File: src/common/ooo_pkg.sv
package ooo_pkg;

    // datapath and structure sizes
    localparam int XLEN      = 32;
    localparam int NUM_ALU   = 3;
    localparam int ROB_DEPTH = 8;
    localparam int TAG_W     = 3;
    localparam int RS_DEPTH  = 4;
    localparam int NUM_AREGS = 32;

    // index into the reorder buffer
    typedef logic [TAG_W-1:0] rob_tag_t;

    // supported major opcodes
    typedef enum logic [6:0] {
        op_lui = 7'b0110111,
        op_imm = 7'b0010011,
        op_reg = 7'b0110011
    } opcode_t;

    // integer alu operations
    typedef enum logic [3:0] {
        alu_add,
        alu_sub,
        alu_sll,
        alu_slt,
        alu_sltu,
        alu_xor,
        alu_srl,
        alu_sra,
        alu_or,
        alu_and
    } alu_op_t;

endpackage

File: src/hdl/reorder_buffer.sv
`timescale 1ns/100ps

module reorder_buffer
import ooo_pkg::*;
(
    input  logic            clk,
    input  logic            rst,

    input  logic            alloc_valid_i,
    input  logic [4:0]      alloc_rd_i,
    output rob_tag_t        alloc_tag_o,
    output logic            full_o,

    input  rob_tag_t        rd1_tag_i,
    input  rob_tag_t        rd2_tag_i,
    output logic            rd1_done_o,
    output logic            rd2_done_o,
    output logic [XLEN-1:0] rd1_data_o,
    output logic [XLEN-1:0] rd2_data_o,

    input  logic            cdb_valid_i,
    input  rob_tag_t        cdb_tag_i,
    input  logic [XLEN-1:0] cdb_data_i,

    output logic            commit_valid_o,
    output logic [4:0]      commit_rd_o,
    output logic [XLEN-1:0] commit_data_o,
    output rob_tag_t        commit_tag_o
);

    logic [ROB_DEPTH-1:0] valid;
    logic [ROB_DEPTH-1:0] done;
    logic [4:0]           dest  [ROB_DEPTH];
    logic [XLEN-1:0]      value [ROB_DEPTH];
    rob_tag_t             head;
    rob_tag_t             tail;
    logic [TAG_W:0]       count;

    assign alloc_tag_o = tail;
    assign full_o      = (count == (TAG_W+1)'(ROB_DEPTH));

    // operand lookup for dispatch
    assign rd1_done_o = valid[rd1_tag_i] && done[rd1_tag_i];
    assign rd2_done_o = valid[rd2_tag_i] && done[rd2_tag_i];
    assign rd1_data_o = value[rd1_tag_i];
    assign rd2_data_o = value[rd2_tag_i];

    // head retires as soon as it is done
    assign commit_valid_o = valid[head] && done[head];
    assign commit_rd_o    = dest[head];
    assign commit_data_o  = value[head];
    assign commit_tag_o   = head;

    always_ff @(posedge clk) begin
        if (rst) begin
            valid <= '0;
            done  <= '0;
            head  <= '0;
            tail  <= '0;
            count <= '0;
        end else begin
            if (cdb_valid_i)
                done[cdb_tag_i] <= 1'b1;
            if (commit_valid_o) begin
                valid[head] <= 1'b0;
                done[head]  <= 1'b0;
                head        <= head + 1'b1;
            end
            if (alloc_valid_i) begin
                valid[tail] <= 1'b1;
                done[tail]  <= 1'b0;
                tail        <= tail + 1'b1;
            end
            case ({alloc_valid_i, commit_valid_o})
                2'b10:   count <= count + 1'b1;
                2'b01:   count <= count - 1'b1;
                default: count <= count;
            endcase
        end
    end

    always_ff @(posedge clk) begin
        if (alloc_valid_i)
            dest[tail] <= alloc_rd_i;
        if (cdb_valid_i)
            value[cdb_tag_i] <= cdb_data_i;
    end

    a_cdb_hits_live_entry: assert property (@(posedge clk) disable iff (rst)
        cdb_valid_i |-> valid[cdb_tag_i]);

endmodule

File: config.mk
export PLATFORM = sky130hd
export DESIGN_NAME = reorder_buffer
export DESIGN_NICKNAME = d
export VERILOG_FILES = /design/src/common/ooo_pkg.sv /design/src/hdl/reorder_buffer.sv
export SDC_FILE = /design/constraint.sdc
export NUM_CORES = 1
export LEC_CHECK = 0
export BUFFER_PORTS_ARGS = -buffer_cell sky130_fd_sc_hd__buf_4
export CAP_MARGIN = 40
export CORE_MARGIN = 5
export CORE_UTILIZATION = 54
export CTS_CLUSTER_SIZE = 8
export DETAILED_ROUTE_END_ITERATION = 10
export PLACE_DENSITY = 0.74
export SLEW_MARGIN = 20
export SYNTH_ARGS = -nofsm -noshare
export SYNTH_HDL_FRONTEND = slang
export SYNTH_SLANG_ARGS = --single-unit
File: constraint.sdc
create_clock -name clk -period 3.1 [get_ports clk]
set_input_delay 0 -clock clk [delete_from_list [all_inputs] [get_ports clk]]
set_output_delay 0 -clock clk [all_outputs]
set_load 0.02 [all_outputs]
==> flow_summary.yaml, run 1 <==
placed_design:
  io_buffer_count: 160
  post-place-ws_ns: 0.2842
  place_congestion: 0.8557
  dp.cells: 1382
  dp_hpwl_mm: 23.89
worst_setup_path:
  required_ns: 3.56
  crit_fanout: 11
  max_stage_delay_ns: 0.42
  path_class: "reg2reg"
  endpoint_kind: "flop"
  cp.buffers_inverters: 1
  arrival_ns: 3.32
  crit_path_start_kind: "flop"
  crit_chain: "buf_4 -> nor3b_1 -> a22oi_1 -> and2_4 -> nor2_1 -> ha_1 -> xor2_1 -> ha_1 -> a21oi_1 -> xor2_1 -> or3_1 -> a21oi_1"
  cp_slowest_cell: "dfxtp_1"
  crit_family: "simple AND/OR/NAND/NOR gates"
sta:
  fmax_ghz: 0.3500
  finalCritPeriodShare_pct: 92.17
  skew_ns: 0.02504
  tns_ns: 0
  fin_crit_ns: 2.857
  setup_slack_ns: 0.2428
  slew_violations: 0
  slew_headroom_pct: 44.41
  tightest_slew_ns: 0.8307
  rsz0062_at_grt: "no"
  setup_viol: 0
  whs_ns: 0.2393
  hold_violations: 0
grt:
  grt_pass1_vias: 9806
  grt_overflow: 0
  track_usage_pct: 23.23
  grt_pass1_wl_mm: 58.95
  antenna_found_initial: 1
  grt_start_max_net_pins: 67
floorplanning:
  start_util_pct: 54.30
  die_area_mm2: 0.03411
  core_mm2: 0.03035
  die_w_um: 184.7
  die_h_um: 184.7
  rows: 64
  ios: 161
synth:
  synthCells: 858
  synth_flop_cell: "edfxtp_1"
  synth-async-reset-ratio_pct: 0
  ys_types: 41
  synth_enable_flop_cells: 296
  synth_nets: 913
  ys_seq_area_share_pct: 57.46
  synth_area_mm2: 0.01648
  synth_seq_cells: 325
  syn_area_per_cell_um2: 19.21
  synth_warnings: 0
cells_and_area:
  fin_nets: 1131
  nFillCells: 2004
  stdcell_count: 1483
  post_route_cells_drive_above_1_share_pct: 52.49
  syn_to_final_growth_pct: 21.71
pwr:
  p_per_area_mw_per_mm2: 531.6
  p_leak_uw: 0.006596
  ir_drop_uv: 658.5
  finalPower_uw: 10660
clocking:
  clock_sinks: 325
  cts_resized: 0
  cts_tree: "built"
  clock_latency_ns: 0.53
  cts_inserted_buffers: 46
  root_buffer: "clkbuf_16"
  clk_path_buf_depth: 3
  cts.clk_slew.worst_paths_ns: 0.05
  htree_levels: 2
routing:
  wl_per_cell_um: 26.69
  drt_wl_total_mm: 39.58
  via_per_inst: 6.444
  first_iter_violations: 719
  drcViolationCount: 0
  ant_nets: 0
  num_vias: 9557
  dr.pass1.iters: 5
min_path:
  hold_path_class: "in2reg"
run_status:
  status: "finished clean"
job:
  cap_violations: 0
## final cells by class
type                    count  area (um^2)  share of cell area, %
clock inverters             1        5.005                0.02495
repair buffers            237         2047                  10.21
multi-input cells         463         6760                  33.71
inverters                   3        11.26                0.05615
flip-flops and latches    325         9478                  47.26
diodes                      1        2.502                0.01248
well taps                 396        495.5                  2.471
clock buffers              57         1256                  6.264
## synth_stat cells (all sizes together) (2+ instances only)
cell type	number	area, um^2
a2111oi	6	65.06
edfxtp	296	8889
a31oi	2	12.51
mux2i	5	50.05
nor2	38	142.6
buf	28	146.4
nor3b	3	22.52
nand2b	8	50.05
nor3	10	50.05
mux4	205	4617
xor2	4	35.03
o211ai	5	37.54
nand3	6	30.03
mux2	104	1171
nor2b	2	12.51
a21oi	8	40.04
dfxtp	29	580.6
ha	5	62.56
inv	3	11.26
nand2	20	75.07
a211oi	6	45.04
o21ai	10	50.05
or3	2	12.51
nor4b	2	17.52
clkbuf	39	146.4
## placed cells by master, fill, tap and decap left out, types with 3 or more instances in the layout
| cell | instances |
|---|---|
| nor2_1 | 32 |
| dlygate4sd3_1 | 42 |
| buf_12 | 13 |
| mux2_2 | 104 |
| buf_4 | 182 |
| nand3_1 | 6 |
| a2111oi_0 | 4 |
| nor3b_1 | 3 |
| edfxtp_1 | 296 |
| nor2_4 | 6 |
| clkbuf_16 | 49 |
| a211oi_1 | 6 |
| xor2_1 | 4 |
| mux2i_1 | 5 |
| nand2b_1 | 8 |
| ha_1 | 5 |
| nor3_1 | 8 |
| clkbuf_1 | 8 |
| dfxtp_1 | 26 |
| a21oi_1 | 8 |
| o211ai_1 | 5 |
| o21ai_0 | 10 |
| nand2_1 | 20 |
| inv_1 | 3 |
| mux4_2 | 205 |
## path summary, 6_finish.rpt
path	start	endpoint	slack, ns	cells past startpoint
worst max-delay path	commit_tag_o[0]	count[2]	0.24	12
worst min-delay path	alloc_rd_i[1]	dest[4][1]	0.24	2
worst max register to register	commit_tag_o[0]	count[2]	0.24	12
worst min register to register	valid[2]	valid[2]	0.51	2
## power breakdown
part	internal [uW]	total, uW	switching [uW]	leakage (uW)
sequential	4930	5020	81.8	0.00293
clock	2770	4440	1660	0.000617
combinational	611	1210	596	0.00305
## per-layer routing
layer | track usage, % | wire [um] | vias up
met3 | 3.434 | 2538 | 76
met2 | 40.67 | 20870 | 381
met4 | 5.637 | 859 | 0
li1 | - | - | 4115
met5 | 0 | 0 | -
met1 | 31.21 | 15320 | 4985
## metrics by stage
stage                     util (%)  area (um^2)
after floorplan                  -        16480
after global placement       60.48        18360
after detailed placement     60.53        18370
after CTS                    66.07        20050
after global routing         66.08        20060
final                        66.08        20060
## logic make-up (layout without fill, tap and decap cells)
kind of cell | after synthesis | count (layout) | share of synthesized area [%]
compound gates | 42 | 42 | 1.830
flops | 325 | 325 | 57.46
xor+xnor | 5 | 5 | 0.2657
other cells | 0 | 1 | 0
simple gates | 97 | 97 | 2.787
buf+inv | 70 | 298 | 1.845
fa+ha+maj | 5 | 5 | 0.3797
mux | 314 | 314 | 35.43
## flip-flops by register name, indices dropped and copies added (netlist names), named ones only
name	flops
value	256
done	8
dest	40
commit_tag_o	3
valid	8
alloc_tag_o	3
count	4
## timing repair
action                                 in CTS  in global routing
endpoints found under the hold margin     326                  0
hold buffers                               42                  0
setup buffers                               0                  0
Note: power is estimated with default switching activity, not from simulation.
==> run 2: changes to the inputs <==
--- a/config.mk
+++ b/config.mk
@@ -5,13 +5,13 @@
 export SDC_FILE = /design/constraint.sdc
 export NUM_CORES = 1
 export LEC_CHECK = 0
-export BUFFER_PORTS_ARGS = -buffer_cell sky130_fd_sc_hd__buf_4
 export CAP_MARGIN = 40
-export CORE_MARGIN = 5
-export CORE_UTILIZATION = 54
+export CORE_MARGIN = 2
+export CORE_UTILIZATION = 58
 export CTS_CLUSTER_SIZE = 8
 export DETAILED_ROUTE_END_ITERATION = 10
-export PLACE_DENSITY = 0.74
+export DONT_BUFFER_PORTS = 1
+export PLACE_DENSITY = 0.73
 export SLEW_MARGIN = 20
 export SYNTH_ARGS = -nofsm -noshare
 export SYNTH_HDL_FRONTEND = slang
==> run 2 against run 1 <==
  * Combinational power shrank 30%
  * Critical path depth unchanged
  * Setup slack improved by 0.032 ns
  * Clock power is 2% higher
  * Routed wire length fell by 0.41%
  * Maximum frequency increased by 1.1%
  * Critical endpoint unchanged
  * Largest cell class unchanged
==> flow_summary.yaml, run 2 (same netlist as run 1, synthesis figures left out) <==
run_status:
  status: "finished clean"
placed_design:
  dp.cells: 1190
  io_buffer_count: 0
  dp_hpwl_mm: 22.85
  place_congestion: 0.8063
  post-place-ws_ns: 0.1868
pwr:
  netSwitchingPower_uw: 2219
  pwr-share-comb_pct: 8.1
  p_int_uw: 8190
  switching_share_pct: 21.32
  ir_drop_uv: 466.3
  p_leak_uw: 0.005746
  p_per_area_mw_per_mm2: 556.9
  p_seq_share_pct: 48.3
  p_clk_share_pct: 43.6
sta:
  skew_ns: 0.008614
  finalCritPeriodShare_pct: 91.13
  rsz0062_at_grt: "no"
  setup_viol: 0
  tightest_slew_ns: 0.8232
  fin_crit_ns: 2.825
  setup_slack_ns: 0.2748
  hold_violations: 0
  slew_violations: 0
  whs_ns: 0.03671
  tns_ns: 0
  slew_headroom_pct: 44.91
  fmax_ghz: 0.3540
clocking:
  clock_sinks: 325
  root_buffer: "clkbuf_16"
  clk_path_buf_depth: 3
  cts_setup_buffers: 0
  cts_inserted_buffers: 46
  cts.clk_slew.worst_paths_ns: 0.05
  clock_latency_ns: 0.53
  htree_levels: 2
  cts_tree: "built"
grt:
  grt_pass1_vias: 9733
  antenna_found_initial: 1
  grt_start_max_net_pins: 70
  grt_overflow: 0
  track_usage_pct: 26.86
  grt_pass1_wl_mm: 59.95
routing:
  via_per_inst: 7.025
  first_iter_violations: 970
  drt_wl_total_mm: 39.42
  drcViolationCount: 0
  dr.pass1.iters: 5
  wl_per_cell_um: 30.23
  num_vias: 9161
  ant_nets: 0
cells_and_area:
  syn_to_final_growth_pct: 13.43
  stdcell_count: 1304
  top_register: "value"
  reg_top3: "value (256), dest (40)"
  post_route_cells_drive_above_1_share_pct: 43.46
  final_common_cell: "edfxtp_1"
  largest_reg_flops: 256
  layout_common_cells: "296 x edfxtp_1, 205 x mux4_2, 104 x mux2_2, 49 x clkbuf_16, 41 x dlygate4sd3_1"
  final_core_util_pct: 67.10
  fin_nets: 959
floorplanning:
  start_util_pct: 59.15
  die_area_mm2: 0.02978
  die_w_um: 172.6
  ios: 161
  die_h_um: 172.6
  rows: 61
  core_mm2: 0.02786
job:
  cap_violations: 0
worst_setup_path:
  arrival_ns: 3.28
  crit_fanout: 13
  crit_path_start_kind: "flop"
  path_class: "reg2reg"
  endpoint_kind: "flop"
  required_ns: 3.55
min_path:
  hold_path_class: "in2reg"
-- run 2: power by group through the flow --
stage	clock [uW]	combinational (uW)	sequential (uW)
2_1_floorplan	0	712	5080
3_5_place_dp	0	753	5110
6_report	4540	846	5030
4_1_cts	4600	849	5020
3_3_place_gp	0	739	5080
5_1_grt	4800	888	5040
-- run 2: metal layers --
metal  routed length (um)  GRT usage (%)  share of wire (%)
met3                 3120          6.003                7.9
met1                14680          35.02                 37
met5                    0              0                  0
met2                20890          46.60                 53
met4                  730          6.446                1.9
-- run 2: worst paths after layout --
kind / start / to / slack [ns] / cells past startpoint
min reg2reg: valid[2] / valid[2] / 0.52 / 2
max reg2reg: commit_tag_o[1] / count[2] / 0.27 / 12
max: commit_tag_o[1] / count[2] / 0.27 / 12
min: cdb_tag_i[1] / value[1][20] / 0.04 / 2
-- run 2: critical path: stages (launching register included) --
cell     delay, ns
dfxtp_2       0.47
buf_4         0.22
and2b_1       0.23
a22oi_1       0.23
and2_4        0.22
nor2_1        0.06
ha_1          0.24
xor2_1        0.17
ha_1          0.18
a21oi_1       0.14
xor2_1        0.10
or3_1         0.31
a21oi_1       0.17
-- run 2: area by class of cell --
cell class              count  area (um^2)
diodes                      1        2.502
well taps                 378        473.0
multi-input cells         463         6760
flip-flops and latches    325         9482
inverters                   3        11.26
clock inverters             1        5.005
repair buffers             65        660.6
clock buffers              68         1297
fillers                  1764         9166
-- run 2: metrics by stage --
stage | power, uW | cell area (um^2)
final | 10410 | 18690
after global routing | 10730 | 18690
after CTS | 10480 | 18660
after detailed placement | 5860 | 16950
after global placement | 5823 | 16940
after floorplan | 5787 | 16480
-- run 2: what timing repair did --
action,4_1_cts,5_1_grt
hold buffers,41,0
endpoints found under the hold margin,345,0
endpoints found under the setup margin,0,1
resized for setup,0,3
==> run 3: changes to the inputs <==
==> constraint.sdc (replaced) <==
create_clock -name clk -period 3.1 [get_ports clk]
set_input_delay 0.775 -clock clk [delete_from_list [all_inputs] [get_ports clk]]
set_output_delay 0.775 -clock clk [all_outputs]
set_load 0.02 [all_outputs]
==> run 3 against run 2 <==
  * Global-route usage grew 0.60 points
  * Utilization down 0.74 points
  * Maximum frequency shrank 6.1%
  * Cell area decreased by 1.1%
  * Count of clock-buffer cells in the layout did not move
  * Hold slack improved by 0.27 ns
  * Critical path depth shrank 9
  * Die area unchanged
  * Sequential cell count unchanged
  * First-iteration DRC count down 15%
  * Via count shrank 0.68%
  * Largest power group unchanged
==> flow_summary.yaml, run 3 (same netlist as run 1, synthesis figures left out) <==
run_status:
  status: "finished clean"
pwr:
  p_clk_share_pct: 44.1
  netSwitchingPower_uw: 2173
  p_int_uw: 8187
  switching_share_pct: 20.98
  ir_drop_uv: 356.3
  p_per_area_mw_per_mm2: 560.4
  p_leak_uw: 0.005693
  pwr-share-comb_pct: 7.4
  p_seq_share_pct: 48.5
clocking:
  cts_resized: 2
  cts.clk_slew.worst_paths_ns: 0.06
  htree_levels: 2
  clock_sinks: 325
  hold_buffers: 0
  clock_latency_ns: 0.53
  cts_inserted_buffers: 46
  cts_tree: "built"
  root_buffer: "clkbuf_16"
  cts_setup_buffers: 0
  clk_path_buf_depth: 3
routing:
  wl_per_cell_um: 31.47
  num_vias: 9099
  first_iter_violations: 825
  ant_nets: 0
  routed-wl-met3_mm: 3.314
  top_layer: "met4"
  wirelength_met1_mm: 14.16
  dr.pass1.iters: 5
  wl_met2_mm: 21.86
  drcViolationCount: 0
  drt_wl_total_mm: 40.25
  via_per_inst: 7.114
grt:
  antenna_found_initial: 0
  grt_overflow: 0
  grt_pass1_vias: 9736
  track_usage_pct: 27.46
  grt_pass1_wl_mm: 61.21
  grt_start_max_net_pins: 70
min_path:
  hold_path_class: "in2reg"
  min_from: "rst"
sta:
  setup_viol: 0
  tns_ns: 0
  hold_violations: 0
  slew_violations: 0
  skew_ns: 0.009360
  finalCritPeriodShare_pct: 97.08
  fin_crit_ns: 3.010
  slew_headroom_pct: 42.04
  fmax_ghz: 0.3323
  rsz0062_at_grt: "no"
  setup_slack_ns: 0.09045
  tightest_slew_ns: 0.8661
worst_setup_path:
  crit_fanout: 46
  endpoint_kind: "output port"
  arrival_ns: 2.23
  path_class: "reg2out"
  r2r_start: "commit_tag_o[1]"
  required_ns: 2.32
  crit_path_start_kind: "flop"
cells_and_area:
  nFillCells: 1817
  final-seq-area_mm2: 0.009480
  final_common_cell: "edfxtp_1"
  multi_input_area_mm2: 0.006773
  largest_reg_flops: 256
  antennaDiodeCount: 0
  stdcell_count: 1279
  syn_to_final_growth_pct: 12.18
  post_route_cells_drive_above_1_share_pct: 46.50
  layout_common_cells: "296 x edfxtp_1, 205 x mux4_2, 104 x mux2_2, 49 x clkbuf_16"
  fin_nets: 936
  reg_top3: "value (256), dest (40)"
  top_register: "value"
floorplanning:
  die_h_um: 172.6
  die_w_um: 172.6
  core_mm2: 0.02786
  rows: 61
  ios: 161
  die_area_mm2: 0.02978
  start_util_pct: 59.15
placed_design:
  io_buffer_count: 0
  dp_hpwl_mm: 24.21
  post-place-ws_ns: 0.1237
  place_congestion: 0.8606
  dp.cells: 1210
job:
  cap_violations: 0
-- run 3: changes by cell type in the layout (fill, tap and decap cells not counted), moves of 2 or more --
cell,before,now
nor3_2,2,0
dlygate4sd3_1,41,0
buf_12,5,10
buf_4,17,32
nor3_4,0,2
-- run 3: per-stage QoR --
| step | utilization (%) | cell area, um^2 | hold slack, ns | total power, uW |
|---|---|---|---|---|
| floorplan | - | 16490 | 0.4766 | 5788 |
| global placement | 61.63 | 17170 | 0.4974 | 5836 |
| detailed placement | 61.63 | 17170 | 0.5143 | 5878 |
| CTS | 66.33 | 18480 | 0.2975 | 10430 |
| global route | 66.36 | 18490 | 0.2955 | 10660 |
| finish | 66.36 | 18490 | 0.3106 | 10360 |
-- run 3: path summary, 6_finish.rpt --
check	end	slack, ns	depth (start not counted)
hold / removal	done[4]	0.31	1
hold reg to reg	valid[5]	0.53	2
setup reg to reg	count[2]	0.27	11
setup / recovery	commit_data_o[0]	0.09	3
-- run 3: worst max-delay path: stages (launching register included) --
cell and delay (ns):
dfxtp_4 0.58, buf_12 0.35, mux4_2 0.37, mux2_2 0.36
-- run 3: cell type report --
type | instances | area share, %
repair buffers | 42 | 2.383
well taps | 378 | 2.559
clock buffers | 68 | 7.073
flip-flops and latches | 325 | 51.29
inverters | 3 | 0.06092
multi-input cells | 463 | 36.64
-- run 3: power by group through the flow --
stage               registers, uW  logic (uW)  clock network, uW
floorplan                    5070         713                  0
global placement             5080         755                  0
detailed placement           5110         773                  0
CTS                          5020         777               4630
global route                 5040         800               4830
finish                       5030         768               4560
-- run 3: routing by layer --
layer	vias up	GRT usage, %
li1	3731	-
met1	4877	34.07
met2	418	48.54
met3	73	6.376
met4	0	8.120
met5	-	0
